==> config.mk <==
export PLATFORM = sky130hd
export DESIGN_NAME = dispatch_arbiter
export DESIGN_NICKNAME = d
export VERILOG_FILES = /design/src/source/sched_cfg_pkg.sv /design/src/source/sched_pkt_pkg.sv /design/src/source/dispatch_arbiter.sv
export SDC_FILE = /design/constraint.sdc
export NUM_CORES = 1
export LEC_CHECK = 0
export BUFFER_PORTS_ARGS = -buffer_cell sky130_fd_sc_hd__buf_2
export CAP_MARGIN = 20
export CORE_AREA = 3 3 329 331
export DETAILED_ROUTE_END_ITERATION = 10
export DIE_AREA = 0 0 332 334
export GPL_TIMING_DRIVEN = 0
export PLACE_DENSITY = 0.3
export SETUP_SLACK_MARGIN = 0.02
export SLEW_MARGIN = 40
export SYNTH_ARGS = -nofsm -noshare
export SYNTH_HDL_FRONTEND = slang
export SYNTH_SLANG_ARGS = --single-unit
==> constraint.sdc <==
create_clock -name vclk -period 1.9
set_input_delay 0.285 -clock vclk [all_inputs]
set_output_delay 0.285 -clock vclk [all_outputs]
set_load 0.05 [all_outputs]
==> src/source/sched_cfg_pkg.sv <==
// scheduler configuration: address and register widths, payload types, dispatch kinds
package sched_cfg_pkg;

  localparam int vaddr_width    = 39;
  localparam int reg_addr_width = 5;
  localparam int num_regs       = 32;

  typedef logic [31:0]               instr_t;
  typedef logic [vaddr_width-1:0]    vaddr_t;
  typedef logic [reg_addr_width-1:0] reg_addr_t;
  typedef logic [63:0]               int_word_t;
  typedef logic [63:0]               dpath_t;

  // IEEE double layout, kept apart from the integer word
  typedef struct packed {
    logic        sign;
    logic [10:0] exp;
    logic [51:0] mant;
  } fp_word_t;

  typedef enum logic [2:0] {
    e_disp_idle      = 3'd0,
    e_disp_instr     = 3'd1,
    e_disp_fe_exc    = 3'd2,
    e_disp_late_wb   = 3'd3,
    e_disp_resume    = 3'd4,
    e_disp_interrupt = 3'd5,
    e_disp_prefetch  = 3'd6
  } disp_kind_e;

endpackage
==> src/source/sched_pkt_pkg.sv <==
// scheduler packets: fetch entries, register writes, commits and dispatch
package sched_pkt_pkg;

  import sched_cfg_pkg::*;

  // exception flags raised by the front end
  typedef struct packed {
    logic illegal_instr;
    logic instr_page_fault;
    logic instr_access_fault;
    logic icache_miss;
  } fe_exc_s;

  typedef struct packed {
    vaddr_t  pc;
    instr_t  instr;
    dpath_t  imm;
    logic    exc_v;
    fe_exc_s exc;
    // operand comes from the fp file when set
    logic    frs1_v;
    logic    frs2_v;
    logic    frs3_v;
  } fetch_entry_s;

  typedef struct packed {
    logic      w_v;
    reg_addr_t rd_addr;
    dpath_t    rd_data;
  } wb_pkt_s;

  typedef struct packed {
    reg_addr_t rd_addr;
    dpath_t    rd_data;
    logic      irf_w_v;
    logic      frf_w_v;
  } late_wb_s;

  typedef struct packed {
    logic   v;
    logic   load_v;
    vaddr_t pc;
    vaddr_t vaddr;
  } commit_s;

  typedef struct packed {
    logic       v;
    disp_kind_e kind;
    vaddr_t     pc;
    instr_t     instr;
    reg_addr_t  rd_addr;
    dpath_t     rs1;
    dpath_t     rs2;
    dpath_t     imm;
    fe_exc_s    exc;
  } dispatch_pkt_s;

endpackage

==> src/source/dispatch_arbiter.sv <==
// dispatch arbiter: picks one source per cycle by fixed priority and builds its packet
`timescale 1ns/10ps

module dispatch_arbiter
  (input  logic                          head_v_i
   , input  sched_pkt_pkg::fetch_entry_s  head_i
   , input  logic                        hazard_i
   , input  logic                        resume_i
   , input  logic                        irq_pending_i
   , input  logic                        late_wb_v_i
   , input  logic                        late_wb_force_i
   , input  sched_pkt_pkg::late_wb_s      late_wb_i
   , input  sched_cfg_pkg::int_word_t     irf_rs_i [2]
   , input  sched_cfg_pkg::fp_word_t      frf_rs_i [3]
   , input  logic                        pref_v_i
   , input  sched_cfg_pkg::vaddr_t        pref_addr_i
   , output logic                        deq_o
   , output logic                        late_wb_yumi_o
   , output logic                        pref_yumi_o
   , output sched_pkt_pkg::dispatch_pkt_s dispatch_o
  );

  import sched_cfg_pkg::*;

  logic instr_ready;
  logic wb_sel;
  logic resume_sel;
  logic irq_sel;
  logic head_sel;
  logic pref_sel;

  assign instr_ready = head_v_i & ~hazard_i;

  // late writeback first, there is no back-pressure to hold it off
  assign wb_sel     = late_wb_v_i & (late_wb_force_i | ~instr_ready);
  assign resume_sel = ~wb_sel & ~hazard_i & resume_i;
  assign irq_sel    = ~wb_sel & ~hazard_i & ~resume_i & irq_pending_i;
  assign head_sel   = ~wb_sel & ~resume_sel & ~irq_sel & instr_ready;
  // prefetches only fill slots nobody else wants
  assign pref_sel   = ~wb_sel & ~resume_sel & ~irq_sel & ~head_sel & pref_v_i;

  assign deq_o          = head_sel;
  assign late_wb_yumi_o = wb_sel;
  assign pref_yumi_o    = pref_sel;

  always_comb
  begin
    dispatch_o      = '0;
    dispatch_o.kind = e_disp_idle;
    if (wb_sel)
    begin
      dispatch_o.kind    = e_disp_late_wb;
      dispatch_o.rd_addr = late_wb_i.rd_addr;
      dispatch_o.rs2     = late_wb_i.rd_data;
    end
    else if (resume_sel)
    begin
      dispatch_o.kind = e_disp_resume;
    end
    else if (irq_sel)
    begin
      dispatch_o.kind = e_disp_interrupt;
    end
    else if (head_sel)
    begin
      dispatch_o.pc    = head_i.pc;
      dispatch_o.instr = head_i.instr;
      if (head_i.exc_v)
      begin
        // operands stay zero for a fetch fault
        dispatch_o.kind = e_disp_fe_exc;
        dispatch_o.exc  = head_i.exc;
      end
      else
      begin
        dispatch_o.kind    = e_disp_instr;
        dispatch_o.rd_addr = head_i.instr[11:7];
        dispatch_o.rs1     = head_i.frs1_v ? dpath_t'(frf_rs_i[0]) : irf_rs_i[0];
        dispatch_o.rs2     = head_i.frs2_v ? dpath_t'(frf_rs_i[1]) : irf_rs_i[1];
        // fused fp ops take rs3 through the immediate slot
        dispatch_o.imm     = head_i.frs3_v ? dpath_t'(frf_rs_i[2]) : head_i.imm;
      end
    end
    else if (pref_sel)
    begin
      dispatch_o.kind = e_disp_prefetch;
      dispatch_o.rs1  = dpath_t'(pref_addr_i);
    end
    dispatch_o.v = wb_sel | resume_sel | irq_sel | head_sel | pref_sel;
  end

endmodule

# == Yosys cells after proc, flatten, opt, wreduce, memory -nomap -nowiden ==
# Cells that the tools add are included.
# Widths: inputs -> output; s select.
# op_classes
magnitude_cmp,0
reduce_logical,0
n_bitwise,23
n_addsub,0
div_mod_pow,0
n_mul,0
mux,22
n_shift,0
eq_ne,0
# op_table
cell,count
$mux 272,2
$mux 64,6
$mux 197,1
$mux 132,1
$mux 76,1
$mux 71,1
$mux 68,1
$mux 39,1
$mux 3,5
$and 1x1->1,11
$not 1->1,7
$mux 5,1
$or 1x1->1,5
$mux 4,1
$mux 2,1
# word_totals
out_inout_bits,279
mem_count,0
wordCells,45
mem_bits_rw,0
inputBits,580
ff_bits,0
latchBits,0
romBits,0

# == Longest topological paths before layout ==
# logic_depth
depth_word,20
ltp_mapped,5
mapped_depth_nobuf,3

# == Worst setup path after synthesis ==
# OpenSTA, ideal clock, no wires.
# synth_timing
path_kind,input to output
start,in hazard_i
end,out dispatch_o[170] (netlist name)
slack_ns,-0.212
required_ns,1.615
t_arrival_ns,1.827
stages,5
n_path_buf,2
cell_sequence,nor4b_2 nand2_1 buf_2 clkbuf_1 o2bb2ai_1
# synth_lines
element,line_no,rtl
from (decl),dispatch_arbiter.sv:7,", input logic hazard_i"
to (decl),dispatch_arbiter.sv:20,", output sched_pkt_pkg::dispatch_pkt_s dispatch_o"

==> impl_metrics.env <==
export IMPL_setup_viol=235
export IMPL_yosysTopAreaCellShare_pct=46.53
export IMPL_path_cells="buf_8 > nor4b_4 > nand2_2 > clkbuf_16 > buf_16 > buf_12 > nor2_2 > buf_6"
export IMPL_clock_power_share_pct=0
export IMPL_status="finished, violations left"
export IMPL_dieHeight_um=334
export IMPL_remaining_drc_errors=0
export IMPL_final_hold_violation_count=0
export IMPL_wl_per_cell_um=30.15
export IMPL_via_per_inst=3.145
export IMPL_synthesis_area_um2=4130
export IMPL_synthAdderAreaFrac_pct=0
export IMPL_yosysUniqueCellTypes=25
export IMPL_leakagePower_nw=7.195
export IMPL_tightest_slew_ns=0.4975
export IMPL_antenna_found_initial=122
export IMPL_grt_overflow=0
export IMPL_synth_top_family_by_area="multiplexers"
export IMPL_worstPathRequired_ns=1.62
export IMPL_synthTopCellsByArea="mux2i_1 (47%), o2bb2ai_1 (22%), and2_1 (11%)"
export IMPL_rsz0062_at_grt="yes"
export IMPL_fin_nets=2016
export IMPL_endpoint_kind="primary output"
export IMPL_seqCellArea_um2=0
export IMPL_critical_path_class="in -> out"
export IMPL_synth_xor_area_share_pct=0
export IMPL_synth_mux_area_fraction_pct=46.53
export IMPL_multi_input_area_um2=6157
export IMPL_critical_path_slowest_cell="nor4b_4"
export IMPL_p_total_mw=3.387
export IMPL_seq_power_share_pct=0
export IMPL_std_cell_rows=119
export IMPL_nFillCells=12040
export IMPL_arrival_ns=1.76
export IMPL_place_inst=2794
export IMPL_grt_pass1_vias=8831
export IMPL_gp_congestion=0.9131
export IMPL_period_minus_slack_ns=2.050
export IMPL_drt_iter0_drc=470
export IMPL_dieArea_um2=110900
export IMPL_p_sw_share_pct=56.85
export IMPL_track_usage_pct=14.08
export IMPL_area_delta_synth_final_pct=288.6
export IMPL_switchingPower_mw=1.926
export IMPL_ys_seq_area_share_pct=0
export IMPL_grt_pass1_wl_mm=102.2
export IMPL_first_pass_iters=4
export IMPL_intPower_mw=1.462
export IMPL_initial_core_util_pct=3.918
export IMPL_slew_headroom_pct=65.89
export IMPL_hold_path_class="in -> out"
export IMPL_drive_gt1_share_pct=84.80
export IMPL_slowest_delay_ns=0.34
export IMPL_utilization_pct=15.23
export IMPL_combPwrFrac_pct=100.0
export IMPL_synth_area_leader_cell="mux2i_1"
export IMPL_avgSynthCellArea_um2=7.537
export IMPL_die_x_um=332
export IMPL_violations="setup timing"
export IMPL_clkbuf_count=0
export IMPL_hpwlAfterDp_mm=77.19
export IMPL_portBuffers=854
export IMPL_cts_hold_buf=0
export IMPL_fin_crit_sh_pct=107.9
export IMPL_drtAntennaViolNets=0
export IMPL_coreArea_um2=105400
export IMPL_fin_ws_ns=-0.1496
export IMPL_peakVddDrop_mv=0.1157
export IMPL_yosysWarnings=0
export IMPL_power_density_nw_per_um2=211.0
export IMPL_syn_inst=548
export IMPL_synth_simple_gate_area_share_pct=20.78
export IMPL_maxCapViolations=0
export IMPL_final_instance_count_excl_fill=2848
export IMPL_cp_max_fo=10
export IMPL_grt_start_max_net_pins=11
export IMPL_final_setup_tns_ns=-19.07
export IMPL_nFlopsAndLatches=0
export IMPL_wl_mm=85.86
export IMPL_drv_slew=0
export IMPL_via_count=8958
export IMPL_critPathLaunchType="primary input"
export IMPL_fmax_mhz=487.9
export IMPL_io_pins=859
export IMPL_synth_compound_area_share_pct=24.84
export IMPL_syn_num_nets=1128
worst paths after layout:
| path | from | endpoint | slack, ns | cells after the start |
|---|---|---|---|---|
| max | irq_pending_i | dispatch_o[65] | -0.15 | 8 |
| min | late_wb_i[37] | dispatch_o[103] | 0.91 | 3 |
power by group through the flow:
stage,registers [mW],logic (mW),clock network (mW)
6_report,0,3.39,0.00000166
5_1_grt,0,3.55,0.0000000718
4_1_cts,0,2.94,0
3_5_place_dp,0,2.49,0
3_3_place_gp,0,2.49,0
2_1_floorplan,0,1.25,0
through the flow:
step,cell area (µm²),setup WS (ns),hold WS (ns)
2_1_floorplan,4591,-0.2086,0.7894
3_5_place_dp,10640,-0.9064,0.9745
6_report,16050,-0.1496,0.9127
4_1_cts,13390,-0.1480,0.9212
5_1_grt,16000,-0.2059,0.9216
3_3_place_gp,10610,-1.269,0.9730
cell families after synthesis:
group	count (synthesis)
buf+inv	65
simple gates	173
compound gates	118
mux	192
synth_stat cells, drive strengths merged, types with 2 or more instances:
cell	instances
nor2	92
clkbuf	9
a211o	2
a21oi	2
mux2i	192
a22o	5
o2bb2ai	103
nand2b	2
and2	72
buf	53
inv	3
and3	4
final cells by class:
type / instances / share of cell area [%]
Buffer: 61 / 4.895
Timing Repair Buffer: 887 / 45.48
Inverter: 3 / 0.07015
Tap cell: 1391 / 10.84
Multi-Input combinational cell: 483 / 38.36
Antenna cell: 23 / 0.3586
metal layers:
layer  vias up  wire [µm]  global-route usage (%)
met3       150      10170                   5.505
met1      4215      35480                   18.49
li1       3854          -                       -
met2       719      39070                   23.04
met5         -        131                       0
met4        20       1003                  0.1896
layout by cell type (no fill, tap or decap), drive strengths merged:
cell type / synthesis / routed
buf: 53 / 927
mux2i: 192 / 192
o2bb2ai: 103 / 103
nor2: 92 / 92
and2: 72 / 72
diode: 0 / 23
clkbuf: 9 / 21
a22o: 5 / 5
and3: 4 / 4
inv: 3 / 3
nand2b: 2 / 2
a21oi: 2 / 2
a211o: 2 / 2
o21a: 1 / 1
nor4b: 1 / 1
nand2: 1 / 1
a21boi: 1 / 1
or3: 1 / 1
o21bai: 1 / 1
a21o: 1 / 1
o21ai: 1 / 1
a32o: 1 / 1
critical path, delay by kind of cell:
family                 cells  cell delay (ns)
buffers and inverters      5             0.81
AND/OR/NAND/NOR            3             0.62
what timing repair did:
item                       4_1_cts  5_1_grt
setup buffers                    7        9
gates cloned                     3       14
gates resized for setup        702      476
pin swaps                       23       77
setup endpoints to repair      277      276
(Power assumes the default switching activity.)
