$ cat config.mk
export PLATFORM = sky130hd
export DESIGN_NAME = sched_regfile
export DESIGN_NICKNAME = d
export VERILOG_FILES = /design/src/source/sched_cfg_pkg.sv /design/src/source/sched_pkt_pkg.sv /design/src/source/sched_regfile.sv
export SDC_FILE = /design/constraint.sdc
export NUM_CORES = 2
export LEC_CHECK = 0
export ABC_CLOCK_PERIOD_IN_PS = 4400
export BUFFER_PORTS_ARGS = -buffer_cell sky130_fd_sc_hd__buf_2
export CORE_MARGIN = 5
export CORE_UTILIZATION = 30
export DETAILED_ROUTE_END_ITERATION = 10
export PLACE_DENSITY = 0.56
export SYNTH_ARGS = -nofsm -noshare
export SYNTH_HDL_FRONTEND = slang
export SYNTH_SLANG_ARGS = --single-unit
$ cat constraint.sdc
create_clock -name clk_i -period 4.4 [get_ports clk_i]
set_input_delay 0.22 -clock clk_i [delete_from_list [all_inputs] [get_ports clk_i]]
set_output_delay 0.22 -clock clk_i [all_outputs]
set_load 0.01 [all_outputs]
$ cat src/source/sched_cfg_pkg.sv
// scheduler configuration: address and register widths, payload types, dispatch kinds
package sched_cfg_pkg;

  localparam int vaddr_width    = 39;
  localparam int reg_addr_width = 5;
  localparam int num_regs       = 32;

  typedef logic [31:0]               instr_t;
  typedef logic [vaddr_width-1:0]    vaddr_t;
  typedef logic [reg_addr_width-1:0] reg_addr_t;
  typedef logic [63:0]               int_word_t;
  typedef logic [63:0]               dpath_t;

  // IEEE double layout, kept apart from the integer word
  typedef struct packed {
    logic        sign;
    logic [10:0] exp;
    logic [51:0] mant;
  } fp_word_t;

  typedef enum logic [2:0] {
    e_disp_idle      = 3'd0,
    e_disp_instr     = 3'd1,
    e_disp_fe_exc    = 3'd2,
    e_disp_late_wb   = 3'd3,
    e_disp_resume    = 3'd4,
    e_disp_interrupt = 3'd5,
    e_disp_prefetch  = 3'd6
  } disp_kind_e;

endpackage
$ cat src/source/sched_pkt_pkg.sv
// scheduler packets: fetch entries, register writes, commits and dispatch
package sched_pkt_pkg;

  import sched_cfg_pkg::*;

  // exception flags raised by the front end
  typedef struct packed {
    logic illegal_instr;
    logic instr_page_fault;
    logic instr_access_fault;
    logic icache_miss;
  } fe_exc_s;

  typedef struct packed {
    vaddr_t  pc;
    instr_t  instr;
    dpath_t  imm;
    logic    exc_v;
    fe_exc_s exc;
    // operand comes from the fp file when set
    logic    frs1_v;
    logic    frs2_v;
    logic    frs3_v;
  } fetch_entry_s;

  typedef struct packed {
    logic      w_v;
    reg_addr_t rd_addr;
    dpath_t    rd_data;
  } wb_pkt_s;

  typedef struct packed {
    reg_addr_t rd_addr;
    dpath_t    rd_data;
    logic      irf_w_v;
    logic      frf_w_v;
  } late_wb_s;

  typedef struct packed {
    logic   v;
    logic   load_v;
    vaddr_t pc;
    vaddr_t vaddr;
  } commit_s;

  typedef struct packed {
    logic       v;
    disp_kind_e kind;
    vaddr_t     pc;
    instr_t     instr;
    reg_addr_t  rd_addr;
    dpath_t     rs1;
    dpath_t     rs2;
    dpath_t     imm;
    fe_exc_s    exc;
  } dispatch_pkt_s;

endpackage

$ cat src/source/sched_regfile.sv
// scheduler register file: generic payload, combinational read ports, optional x0
`timescale 1ns/10ps

module sched_regfile
  #(parameter type data_t       = sched_cfg_pkg::int_word_t
    , parameter int read_ports_p = 2
    , parameter bit zero_reg_p   = 1'b1)
  (input  logic                      clk_i
   , input  logic                    rst_n_i
   , input  sched_pkt_pkg::wb_pkt_s   wb_i
   , input  sched_cfg_pkg::reg_addr_t rs_addr_i [read_ports_p]
   , output data_t                   rs_data_o [read_ports_p]
  );

  import sched_cfg_pkg::*;

  data_t regs_r [num_regs];

  always_ff @(posedge clk_i or negedge rst_n_i)
  begin
    if (!rst_n_i)
    begin
      for (int i = 0; i < num_regs; i++)
      begin
        regs_r[i] <= '0;
      end
    end
    else if (wb_i.w_v)
    begin
      regs_r[wb_i.rd_addr] <= data_t'(wb_i.rd_data);
    end
  end

  // x0 may still be written, it just never reads back
  always_comb
  begin
    for (int p = 0; p < read_ports_p; p++)
    begin
      if (zero_reg_p && (rs_addr_i[p] == '0))
      begin
        rs_data_o[p] = '0;
      end
      else
      begin
        rs_data_o[p] = regs_r[rs_addr_i[p]];
      end
    end
  end

endmodule

# Yosys cells after proc, flatten, opt, wreduce, memory -nomap -nowiden
# Index checks and enable logic that the tools add are counted.
# totals
ff_bits	2048
latchBits	0
ramBits	0
mem_bits_ro	0
input_bits	82
output_inout_bits	128
elab_cells	53
n_memories	0
# op_classes
n_addsub	0
multipliers	0
div_mod_pow	0
order_cmp	4
n_eq_ne	0
n_shift	0
n_mux	11
bitwise_logic	3
reduce_logical	3
# ops
cell	n
bitwise mux 2048 bit	1
binary-select mux 64 bit (select 5 bit)	2
two-way mux 64 bit	7
demux 64 bit (select 5 bit)	1
>= comparator 6 bit, second input constant	3
inverter 5 -> 6 bit	3
logical NOT 5 bit	2
< comparator 6 x 1 -> 1 bit, second input constant	1
logical AND 1 bit	1

# Logic depth before layout (Yosys ltp)
# depth
ltp_word	6
depth_mapped	10

# Least setup slack after synthesis
# Ideal clock, no wire load.
# synth_path
path_kind	input -> output
startpoint	in rs_addr_i[5] in the netlist's numbering
endpoint	out rs_data_o[103] in the netlist's numbering
arrival_time_ns	1.971
t_required_ns	4.180
path_slack_ns	2.209
stages	7
path_buffers	4
path_cell_list	buf_2 > buf_2 > buf_2 > buf_2 > mux4_2 > a22oi_1 > o2111ai_1
# synth_rtl
element	line	text
start: declaration	sched_regfile.sv:11	, input sched_cfg_pkg::reg_addr_t rs_addr_i [read_ports_p]
end: declaration	sched_regfile.sv:12	, output data_t rs_data_o [read_ports_p]

==> run_summary.xml <==
<?xml version="1.0" encoding="UTF-8"?>
<metrics>
  <group name="critical_path">
    <metric name="cpLargestDelayFamily" unit="">compound AO/OA/AOI/OAI gates</metric>
    <metric name="path_max_fanout" unit="">3</metric>
    <metric name="cp.arrival" unit="ns">3.33</metric>
    <metric name="cells_along_the_critical_path" unit="">mux4_2, nor2b_1, a211oi_1, o21ai_1, buf_2</metric>
    <metric name="max_stage_delay" unit="ns">0.75</metric>
    <metric name="timing.critical_path.buf_inv" unit="">1</metric>
    <metric name="critical_path_class" unit="">reg -&gt; out</metric>
    <metric name="critPathRequiredTime" unit="ns">4.18</metric>
    <metric name="setup.worst_path.start_class" unit="">register</metric>
    <metric name="crit_slowest_cell" unit="">sky130_fd_sc_hd__a211oi_1</metric>
    <metric name="critical_path.endpoint_type" unit="">primary output</metric>
  </group>
  <group name="pwr">
    <metric name="vdd.ir_drop.worst" unit="mV">0.315</metric>
    <metric name="p_int" unit="mW">41.2</metric>
    <metric name="power.share.sequential" unit="%">44.2</metric>
    <metric name="swShare" unit="%">27.9</metric>
    <metric name="power_density" unit="nW/um^2">460</metric>
    <metric name="switching_power" unit="mW">16.0</metric>
    <metric name="power.leakage" unit="nW">53.3</metric>
    <metric name="clock_power_share" unit="%">34.8</metric>
    <metric name="proportion_of_power_drawn_by_combinational_gates" unit="%">21.0</metric>
  </group>
  <group name="final_layout">
    <metric name="multiInputGateArea" unit="sq um">54200</metric>
    <metric name="layout-area-overhead-vs-synth" unit="%">14.3</metric>
    <metric name="layout-drive-gt1-share" unit="%">55.7</metric>
    <metric name="layout.cells.most_common_list" unit="">sky130_fd_sc_hd__mux2_2 (2,172), sky130_fd_sc_hd__dfrtp_1 (2,048), sky130_fd_sc_hd__mux4_2 (934), sky130_fd_sc_hd__mux2i_1 (301), sky130_fd_sc_hd__clkbuf_16 (233)</metric>
    <metric name="layout_top_registers" unit="">regs_r x2048</metric>
    <metric name="filler_cell_count" unit="">34400</metric>
    <metric name="layout.nets" unit="">7141</metric>
    <metric name="layout.cells.non_filler" unit="">12100</metric>
    <metric name="final_common_cell" unit="">sky130_fd_sc_hd__mux2_2</metric>
    <metric name="top_reg_by_flops" unit="">regs_r</metric>
    <metric name="register_area" unit="sq um">51200</metric>
    <metric name="flip_flop_count_of_the_largest_register_all_copies_and_words_added" unit="">2048</metric>
  </group>
  <group name="cts">
    <metric name="clock_sinks" unit="">2048</metric>
    <metric name="number_of_buffers_inserted_during_clock_tree_synthesis" unit="">233</metric>
    <metric name="clkLatencyLatePin" unit="ns">0.89</metric>
    <metric name="worst_setup_hold_path_clk_slew" unit="ns">0.06</metric>
    <metric name="clock_tree_from_tritoncts" unit="">done</metric>
    <metric name="clock_tree.root_cell" unit="">sky130_fd_sc_hd__clkbuf_16</metric>
    <metric name="clock_tree.buffer_depth" unit="">4</metric>
    <metric name="cts_repair_resize_count" unit="">0</metric>
    <metric name="clock_tree.htree_level_count" unit="">4</metric>
  </group>
  <group name="timing">
    <metric name="timing.setup.tns" unit="ns">0</metric>
    <metric name="tightest_slew" unit="ns">1.29</metric>
    <metric name="fin_hold_ws" unit="ns">0.0179</metric>
    <metric name="worst_case_clock_skew" unit="ns">0</metric>
    <metric name="post-route-min-period" unit="ns">3.55</metric>
    <metric name="count_of_final_max_slew_check_failures" unit="">0</metric>
    <metric name="timing.final.crit_share" unit="%">80.8</metric>
    <metric name="finalSetupViolations" unit="">0</metric>
    <metric name="max_freq" unit="GHz">0.281</metric>
    <metric name="final-hold-violation-count" unit="">0</metric>
    <metric name="grt_setup_unrepaired" unit="">false</metric>
    <metric name="max-slew-margin-rel" unit="%">14.1</metric>
  </group>
  <group name="floorplanning">
    <metric name="start_util" unit="%">30.1</metric>
    <metric name="chipHeight" unit="microns">612</metric>
    <metric name="ioPinCount" unit="">210</metric>
    <metric name="core_area" unit="sq um">362000</metric>
    <metric name="die_w" unit="microns">612</metric>
    <metric name="die_area" unit="sq um">375000</metric>
    <metric name="std_cell_rows" unit="">221</metric>
  </group>
  <group name="global_route">
    <metric name="grt_first_pass_wirelength" unit="mm">567</metric>
    <metric name="number_of_antenna_violations_at_the_first_check_in_global_routing" unit="">47</metric>
    <metric name="grt.total_usage" unit="%">20.8</metric>
    <metric name="grt_max_degree" unit="">122</metric>
    <metric name="globalRouteOverflowTotal" unit="">0</metric>
    <metric name="first_global_vias" unit="">73500</metric>
  </group>
  <group name="synthesis">
    <metric name="yosysWarnings" unit="">0</metric>
    <metric name="synth_fp_nets" unit="">7095</metric>
    <metric name="async_flop_share" unit="%">100</metric>
    <metric name="yosys_register_bits" unit="">2048</metric>
    <metric name="netlist_instances" unit="">7013</metric>
    <metric name="synth-main-ff-cell" unit="">sky130_fd_sc_hd__dfrtp_1</metric>
    <metric name="synth-edff-count" unit="">0</metric>
    <metric name="yosys_cell_types" unit="">49</metric>
    <metric name="netlist_area" unit="sq um">109000</metric>
    <metric name="synth_seq_area_share" unit="%">47.1</metric>
    <metric name="postSynthAreaPerCell" unit="sq um">15.5</metric>
  </group>
  <group name="outcome">
    <metric name="run_status" unit="">finished, final reports clean</metric>
  </group>
  <group name="detailed_routing">
    <metric name="via_per_inst" unit="">5.80</metric>
    <metric name="firstDrtPassIters" unit="">7</metric>
    <metric name="totalWireLength" unit="mm">396</metric>
    <metric name="ant_nets" unit="">0</metric>
    <metric name="vias" unit="">69900</metric>
    <metric name="average_routed_wire_per_standard_cell" unit="microns">32.9</metric>
    <metric name="drt-initial-drc-count" unit="">6077</metric>
    <metric name="post_route_drc_violation_count" unit="">0</metric>
  </group>
  <group name="placed_design">
    <metric name="port_buffers" unit="">209</metric>
    <metric name="globalplace.congestion" unit="">0.791</metric>
    <metric name="place.detailed.instances" unit="">11600</metric>
    <metric name="post-dp-hpwl" unit="mm">234</metric>
  </group>
  <group name="hold_path">
    <metric name="worst_hold_path_type" unit="">in -&gt; async</metric>
  </group>
  <group name="flow_run">
    <metric name="cap_viol_max_count" unit="">0</metric>
  </group>
</metrics>
cells in the mapped netlist, drive strengths merged (37+ instances only):
cell	number	area (sq um)
a221oi	53	464
mux4	942	21200
a21o	39	293
and3	37	231
mux2	2172	24500
a21oi	60	300
o22ai	87	544
buf	305	2060
nand2	122	458
o221ai	46	403
dfrtp	2048	51200
mux2i	301	3010
clkbuf	450	1690
a22oi	104	781
stage by stage:
step	util (%)	total power, mW	cell area, sq um	setup WS (ns)
2_1_floorplan	-	33.3	109000	2.21
3_3_place_gp	32.0	36.9	116000	0.891
3_5_place_dp	32.0	37.5	116000	0.962
4_1_cts	34.3	57.5	124000	0.896
5_1_grt	34.4	59.5	124000	0.851
6_report	34.4	57.2	124000	0.846
worst paths after layout:
path / start / endpoint / slack [ns] / cells past startpoint
worst max-delay path: regs_r[771] / rs_data_o[3] / 0.85 / 5
worst min-delay path: rst_n_i / regs_r[1547] / 0.02 / 2
worst max register to register: regs_r[673] / regs_r[673] / 3.59 / 1
worst min register to register: regs_r[1889] / regs_r[1889] / 0.52 / 1
max in group asynchronous: rst_n_i / regs_r[2044] / 2.92 / 4
min in group clk_i: wb_i[66] / regs_r[858] / 0.06 / 5
power groups by stage:
stage	logic, mW	clock network, mW	registers (mW)
final	12.0	19.9	25.2
after global routing	12.9	21.0	25.6
after CTS	12.1	20.2	25.1
after detailed placement	12.0	0	25.4
after global placement	11.8	0	25.1
after floorplan	8.84	0	24.5
kinds of logic after synthesis:
kind of cell	count (synthesis)	share of synthesized area (%)
DFF	2048	47.1
AOI/OAI and AO/OA	518	3.46
buffers and inverters	757	3.45
and+or+nand+nor	275	1.23
muxes	3415	44.8
routing by layer:
metal / global-route usage [%] / wire (microns)
met5: 0 / 28
met4: 8.25 / 18600
met3: 3.49 / 24500
met2: 34.1 / 190000
met1: 27.5 / 163000
area by class of cell:
cell class	count	area share, %
Multi-Input combinational cell	4208	43.6
Sequential cell	2048	41.2
Clock buffer	344	5.47
Tap cell	4794	4.82
Timing Repair Buffer	566	4.18
Clock inverter	75	0.707
Antenna cell	16	0.0322
Inverter	2	0.00805
what timing repair did:
item | in CTS | in global routing
endpoints found under the hold margin | 2201 | 0
endpoints found under the setup margin | 0 | 0
hold buffers | 66 | 0
setup buffers | 0 | 0
No activity file was read; power rests on OpenSTA's default activity.
