--- src/source/sched_cfg_pkg.sv ---
// scheduler configuration: address and register widths, payload types, dispatch kinds
package sched_cfg_pkg;

  localparam int vaddr_width    = 39;
  localparam int reg_addr_width = 5;
  localparam int num_regs       = 32;

  typedef logic [31:0]               instr_t;
  typedef logic [vaddr_width-1:0]    vaddr_t;
  typedef logic [reg_addr_width-1:0] reg_addr_t;
  typedef logic [63:0]               int_word_t;
  typedef logic [63:0]               dpath_t;

  // IEEE double layout, kept apart from the integer word
  typedef struct packed {
    logic        sign;
    logic [10:0] exp;
    logic [51:0] mant;
  } fp_word_t;

  typedef enum logic [2:0] {
    e_disp_idle      = 3'd0,
    e_disp_instr     = 3'd1,
    e_disp_fe_exc    = 3'd2,
    e_disp_late_wb   = 3'd3,
    e_disp_resume    = 3'd4,
    e_disp_interrupt = 3'd5,
    e_disp_prefetch  = 3'd6
  } disp_kind_e;

endpackage
--- src/source/sched_pkt_pkg.sv ---
// scheduler packets: fetch entries, register writes, commits and dispatch
package sched_pkt_pkg;

  import sched_cfg_pkg::*;

  // exception flags raised by the front end
  typedef struct packed {
    logic illegal_instr;
    logic instr_page_fault;
    logic instr_access_fault;
    logic icache_miss;
  } fe_exc_s;

  typedef struct packed {
    vaddr_t  pc;
    instr_t  instr;
    dpath_t  imm;
    logic    exc_v;
    fe_exc_s exc;
    // operand comes from the fp file when set
    logic    frs1_v;
    logic    frs2_v;
    logic    frs3_v;
  } fetch_entry_s;

  typedef struct packed {
    logic      w_v;
    reg_addr_t rd_addr;
    dpath_t    rd_data;
  } wb_pkt_s;

  typedef struct packed {
    reg_addr_t rd_addr;
    dpath_t    rd_data;
    logic      irf_w_v;
    logic      frf_w_v;
  } late_wb_s;

  typedef struct packed {
    logic   v;
    logic   load_v;
    vaddr_t pc;
    vaddr_t vaddr;
  } commit_s;

  typedef struct packed {
    logic       v;
    disp_kind_e kind;
    vaddr_t     pc;
    instr_t     instr;
    reg_addr_t  rd_addr;
    dpath_t     rs1;
    dpath_t     rs2;
    dpath_t     imm;
    fe_exc_s    exc;
  } dispatch_pkt_s;

endpackage

--- src/source/stride_prefetcher.sv ---
// stride prefetcher: detects a repeating load stride and queues prefetch addresses
`timescale 1ns/10ps

module stride_prefetcher
  #(parameter int prefetch_depth_p = 3)
  (input  logic                   clk_i
   , input  logic                 rst_n_i
   , input  sched_pkt_pkg::commit_s commit_i
   , input  logic                 yumi_i
   , output logic                 v_o
   , output sched_cfg_pkg::vaddr_t addr_o
  );

  import sched_cfg_pkg::*;

  localparam int rem_width_lp = $clog2(prefetch_depth_p + 1);

  vaddr_t                  track_pc_r;
  vaddr_t                  last_addr_r;
  vaddr_t                  stride_r;
  // 0 idle, 1 one address seen, 2 stride known
  logic [1:0]              match_cnt_r;
  vaddr_t                  next_addr_r;
  vaddr_t                  pref_stride_r;
  logic [rem_width_lp-1:0] remaining_r;
  logic                    load_commit;
  logic                    same_pc;
  vaddr_t                  delta;
  logic                    confirm;

  assign load_commit = commit_i.v & commit_i.load_v;
  assign same_pc     = (match_cnt_r != 2'd0) & (commit_i.pc == track_pc_r);
  assign delta       = commit_i.vaddr - last_addr_r;
  assign confirm     = load_commit & same_pc & (match_cnt_r == 2'd2)
                       & (delta == stride_r) & (delta != '0);

  // track a single load pc, any other pc starts over
  always_ff @(posedge clk_i or negedge rst_n_i)
  begin
    if (!rst_n_i)
    begin
      track_pc_r  <= '0;
      last_addr_r <= '0;
      stride_r    <= '0;
      match_cnt_r <= 2'd0;
    end
    else if (load_commit)
    begin
      last_addr_r <= commit_i.vaddr;
      if (same_pc)
      begin
        stride_r    <= delta;
        match_cnt_r <= 2'd2;
      end
      else
      begin
        track_pc_r  <= commit_i.pc;
        match_cnt_r <= 2'd1;
      end
    end
  end

  // a fresh confirmation replaces whatever is still pending
  always_ff @(posedge clk_i or negedge rst_n_i)
  begin
    if (!rst_n_i)
    begin
      remaining_r <= '0;
    end
    else if (confirm)
    begin
      remaining_r <= rem_width_lp'(prefetch_depth_p);
    end
    else if (yumi_i && v_o)
    begin
      remaining_r <= remaining_r - 1'b1;
    end
  end

  always_ff @(posedge clk_i)
  begin
    if (confirm)
    begin
      next_addr_r   <= commit_i.vaddr + delta;
      pref_stride_r <= delta;
    end
    else if (yumi_i && v_o)
    begin
      next_addr_r <= next_addr_r + pref_stride_r;
    end
  end

  assign v_o    = (remaining_r != '0);
  assign addr_o = next_addr_r;

endmodule

--- config.mk ---
export PLATFORM = sky130hd
export DESIGN_NAME = stride_prefetcher
export DESIGN_NICKNAME = d
export VERILOG_FILES = /design/src/source/sched_cfg_pkg.sv /design/src/source/sched_pkt_pkg.sv /design/src/source/stride_prefetcher.sv
export SDC_FILE = /design/constraint.sdc
export NUM_CORES = 1
export LEC_CHECK = 0
export BUFFER_PORTS_ARGS = -buffer_cell sky130_fd_sc_hd__clkbuf_2
export CAP_MARGIN = 20
export CORE_ASPECT_RATIO = 0.5
export CORE_MARGIN = 4
export CORE_UTILIZATION = 35
export CTS_CLUSTER_DIAMETER = 100
export DETAILED_ROUTE_END_ITERATION = 7
export PLACE_DENSITY = 0.51
export SLEW_MARGIN = 25
export SYNTH_ARGS = -nofsm -noshare
export SYNTH_HDL_FRONTEND = slang
export SYNTH_SLANG_ARGS = --single-unit
--- constraint.sdc ---
create_clock -name clk_i -period 9.1 [get_ports clk_i]
set_clock_uncertainty 0.15 [all_clocks]
set_input_delay 1.82 -clock clk_i [delete_from_list [all_inputs] [get_ports clk_i]]
set_output_delay 1.82 -clock clk_i [all_outputs]
set_load 0.03 [all_outputs]
# Word-level counts from Yosys, hierarchy flattened
# Cells that the tools add are included.
[totals]
output_inout_bits = 40
in_bits = 83
ff_bits = 199
[op_classes]
n_bitwise = 7
mux = 5
n_eq_ne = 3
reduce_logical = 7
add_sub_neg = 4
[ops]
columns = ["op", "count"]
rows = [
  ["$add A39 B39 Y39", 2],
  ["$eq A39 B39 Y1", 2],
  ["$mux W39", 2],
  ["$reduce_bool A39 Y1", 1],
  ["$sub A39 B39 Y39", 1],
  ["$and A1 B1 Y1", 6],
  ["$mux W2", 3],
  ["$reduce_bool A2 Y1", 3],
  ["$reduce_and A2 Y1", 2],
  ["$eq A2 B2 Y1 const B", 1],
  ["$sub A2 B1 Y2 const B", 1],
  ["$logic_and A1 B1 Y1", 1],
  ["$not A1 Y1", 1],
]

# Logic depth before layout (Yosys ltp)
[logic_depth]
ltp_word = 7
depth_mapped = 24
depth_no_buf = 22

# Least setup slack after synthesis
# OpenSTA, ideal clock, no wires.
[synth_timing]
path_kind = "input -> register"
from = "in commit_i[0] (netlist name)"
to = "reg next_addr_r[0] (netlist: addr_o[0]) (enable)"
t_required_ps = 8552
path_slack_ps = 2573
setup_time_ps = 398
t_arrival_ps = 5979
path_buffers = 2
stages = 17
cell_sequence = "inv_1 ha_1 fa_1 nor2b_1 o2111a_1 o211a_1 o31ai_2 o311ai_1 nand3_1 a31o_2 xnor2_1 and2_1 o41ai_1 and4b_1 buf_6 buf_8 or2_1"
[synth_via]
elab_chain_len = 5
[synth_rtl]
columns = ["item", "line_no", "source"]
rows = [
  ["from (decl)", "stride_prefetcher.sv:8", ", input sched_pkt_pkg::commit_s commit_i"],
  ["$sub A39 B39 Y39 *", "stride_prefetcher.sv:33", "assign delta = commit_i.vaddr - last_addr_r;"],
  ["$eq A39 B39 Y1", "stride_prefetcher.sv:35", "& (delta == stride_r) & (delta != '0);"],
  ["$and A1 B1 Y1", "stride_prefetcher.sv:35", ""],
  ["$and A1 B1 Y1 *", "stride_prefetcher.sv:35", ""],
  ["$reduce_bool A2 Y1 (no source line) *", "-", ""],
  ["to (signal assigned)", "stride_prefetcher.sv:84", "next_addr_r <= commit_i.vaddr + delta;"],
  ["to (signal assigned)", "stride_prefetcher.sv:89", "next_addr_r <= next_addr_r + pref_stride_r;"],
  ["to (decl)", "stride_prefetcher.sv:23", "vaddr_t next_addr_r;"],
]
# Every way passes the cells marked *; elsewhere a longest branch is shown, timed or not.
# A chain may end at the register's enable or synchronous reset.

# Final worst setup path
[layout_timing]
from = "in commit_i[0] (netlist name)"
to = "reg next_addr_r[35] (netlist: addr_o[35]), data pin"
[layout_via]
elab_chain_len = 5
[layout_rtl]
columns = ["item", "line_no", "source"]
rows = [
  ["$sub A39 B39 Y39 *", "stride_prefetcher.sv:33", ""],
  ["net delta[16]", "stride_prefetcher.sv:28", "vaddr_t delta;"],
  ["branches (longest 3 deep; another with $add A39 B39 Y39)", "-", ""],
  ["$mux W39 *", "stride_prefetcher.sv:82", "if (confirm)"],
]
# Mark *: on every way through the listed nets, which the timed path passes.

==> run metrics <==
mux contribution to synthesized area 0.0803; leading cell types in the layout, fill and taps excluded nand2_1 (142), ha_1 (121), clkbuf_2 (121), dfrtp_1 (121), a21oi_1 (103); Area Growth Syn to Fin 11.9%; Die Area 47900 um^2; Mapped Nets 1850; Tcrit/Tclk final 0.809; vias in the first global route 12000; post-CTS setup buffer count 0; Hold Path Depth 2; final setup violation count 0; Synth cell types 87; initial antenna violation count 1; root buf cell clkbuf_16; LEAKAGE 7.45 nW; Sw Share 0.441; CTS H-tree lvls 4; Slew Limit Fails 0; CP cell instances clkbuf_2 > inv_1 > ha_1 > fa_1 > nor2b_1 > o2111a_1 > o21ai_1 > nand3_1 > o21ai_0 > xnor2_1 > ha_1 > a21oi_1 > nand2_1 > a21oi_1 > o31ai_1 > a41o_1 > a211oi_1 > or2_2 > o21ai_0 > xor2_1 > mux2_4; Starting Density 0.355; crit path from commit_i[0]; XOR/XNOR Fraction of Synth Area 0.102; core area 43600 um^2; most area-hungry cell type in the Yosys netlist dfrtp_1; CP Capture Type flop; Num CTS Buffers 17; Fin Setup TNS 0 ns; Synth Flop Type dfrtp_1; Comb pwr share 0.557; compound-cell area share of the yosys netlist 0.179; die width 305 um; adder-cell share of the synthesized area 0.102; Fill cells 4445; CTS tree yes; pin count of the biggest net entering global routing 84; critical path peak fanout 10; Clock Power Share 0.179; flops & latches, synth 199; worst skew pair latency 0.46 ns; final worst setup slack 1.74 ns; area of the multi-input gates 9530 um^2; top cell type's share of synthesized area 0.196; ratio of cells with drive above 1 in the final layout 0.152; cts hold-fix bufs 0; CP max stage delay 0.57 ns; GR Overflow Total 0; Cells after Synth 1643; status completed; slew margin rel. 0.332; first-pass GRT wire length 70.4 mm; DP HPWL 35.4 mm; average cell area after synthesis 9.42 um^2; Fmax achieved 0.136 GHz; RSZ-0062 raised after global routing no; crit path DAT 7.43 ns; routed len/inst 19.4 um; GP Congestion 0.930; die extent in y 157 um; row count 54; max_cap viols 0; R2R cell count 19; Resize count post-CTS 0; FF-to-FF Start last_addr_r[0]$_DFFE_PN0P_; Worst-Margin Slew 0.995 ns; Seq. cell area 5370 um^2; DR iter-0 viols 900; sequential power share 0.264; VDD IR max 0.114 mV; drt pass-1 iters 5; DP Cell Count 2314; DR vias 12700; simple-gate area share of the yosys netlist 0.152; slowest CP cell a211oi_1; worst reg-to-reg setup slack 2.91 ns; PwrDens 273 nW/um^2; Clk pin slew, worst setup/hold paths 0.08 ns; Psw 2.09 mW; mean number of vias per cell 5.40; Final Hold Viols 0; DRC Markers 0; n_diodes 0; number of flops mapped to enable cells by yosys 78; commonest non-fill, non-tap cell in the layout nand2_1; Yosys warning count 0; Mapped Area 15500 um^2; Sink Count 199; ANT nets after route 0; Area contributors post-synth dfrtp_1 (20%), edfxtp_1 (15%), ha_1 (9.8%), xor2_1 (5.3%), mux2_2 (5.2%); min-delay src match_cnt_r[1]$_DFFE_PN0P_; cell internal pwr 2.65 mW; worst hold path type reg2reg; non-filler cells, final 2347; clk buf depth 2; port bufs 122; Startpoint Class input pin; Setup WS pre-CTS 1.31 ns; overall routed net length 45.4 mm; post-synthesis sequential area ratio 0.347; IO Pins 123; combinational family with the most area after synthesis compound AO/OA/AOI/OAI gates; min cycle time layout 7.36 ns; Async SR Flop Fraction 0.608; fin nets 1953; Tot GR Track Use 0.189; CP required 9.16 ns; kind of critical path in2reg
-- metrics by stage --
step                      cell area [um^2]   util  total power [mW]  hold WS (ns)
after floorplan                      15500      -              3.17         0.305
after global placement               16700  0.382              3.88         0.325
after detailed placement             16700  0.382              3.88         0.324
after CTS                            17300  0.396              4.75         0.344
after global routing                 17300  0.397              5.09         0.390
final                                17300  0.397              4.73         0.342
-- logic make-up (layout without fill, tap and decap cells) --
group	Yosys count	in the layout
AO/OA/AOI/OAI	424	424
XOR/XNOR	175	175
adder cells (fa/ha/maj)	124	124
buffers and inverters	138	254
flip-flops	199	199
multiplexers	113	113
AND/OR/NAND/NOR	470	470
-- power groups by stage --
| stage | combinational, mW | sequential [mW] | clock (mW) |
|---|---|---|---|
| 6_report | 2.64 | 1.25 | 0.845 |
| 5_1_grt | 2.91 | 1.27 | 0.906 |
| 4_1_cts | 2.62 | 1.25 | 0.875 |
| 3_5_place_dp | 2.61 | 1.27 | 0 |
| 3_3_place_gp | 2.61 | 1.27 | 0 |
| 2_1_floorplan | 1.74 | 1.43 | 0 |
-- per-layer routing --
layer | vias to the layer above | share of wire | GRT usage
met5 | - | 0.00088 | 0.00581
met3 | 38 | 0.057 | 0.0408
li1 | 6228 | - | -
met2 | 329 | 0.40 | 0.272
met1 | 6084 | 0.52 | 0.288
met4 | 2 | 0.013 | 0.0383
-- synth_stat cells (9+ instances only) --
master	n
o21a_1	10
nand3_1	31
ha_1	121
nor3_1	31
nand2_1	142
o21ai_1	11
clkbuf_1	31
edfxtp_1	78
o21ai_0	102
mux2_2	72
a211oi_1	15
nor4_1	23
xor2_1	94
mux2i_1	35
dfrtp_1	121
nand2b_1	19
o211ai_1	10
xnor2_1	77
and2_1	15
nor2b_1	16
nand4_1	31
a21oi_1	103
nor2_1	97
o21bai_1	13
and3_1	11
inv_1	86
a31oi_1	16
buf_2	12
nor3b_1	9
a21o_1	55
-- critical path: cells and delay by family --
kind	cells	cell delay (ns)
compound gates	9	2.46
xor+xnor	2	0.64
fa+ha+maj	3	1.04
buf+inv	2	0.18
mux	1	0.26
simple gates	4	1.00
-- final cells by class --
cell class	instances	area share
Clock buffer	22	0.0262
Clock inverter	10	0.00961
Inverter	86	0.0186
Multi-Input combinational cell	1306	0.550
Sequential cell	199	0.310
Tap cell	588	0.0425
Timing Repair Buffer	136	0.0428
-- sequential cells by signal, summed over array words and instances (netlist names) --
register / flops
match_cnt_r: 2
track_pc_r: 39
stride_r: 39
addr_o: 39
pref_stride_r: 39
last_addr_r: 39
remaining_r: 2
-- final timing paths --
| path | to |
|---|---|
| min | match_cnt_r[1]$_DFFE_PN0P_ |
| min in group asynchronous | track_pc_r[37]$_DFFE_PN0P_ |
| min reg2reg | match_cnt_r[1]$_DFFE_PN0P_ |
| max | addr_o[35]$_DFFE_PP_ |
| max reg2reg | addr_o[35]$_DFFE_PP_ |
| max in group asynchronous | last_addr_r[14]$_DFFE_PN0P_ |
No activity file was read; power rests on OpenSTA's default activity.
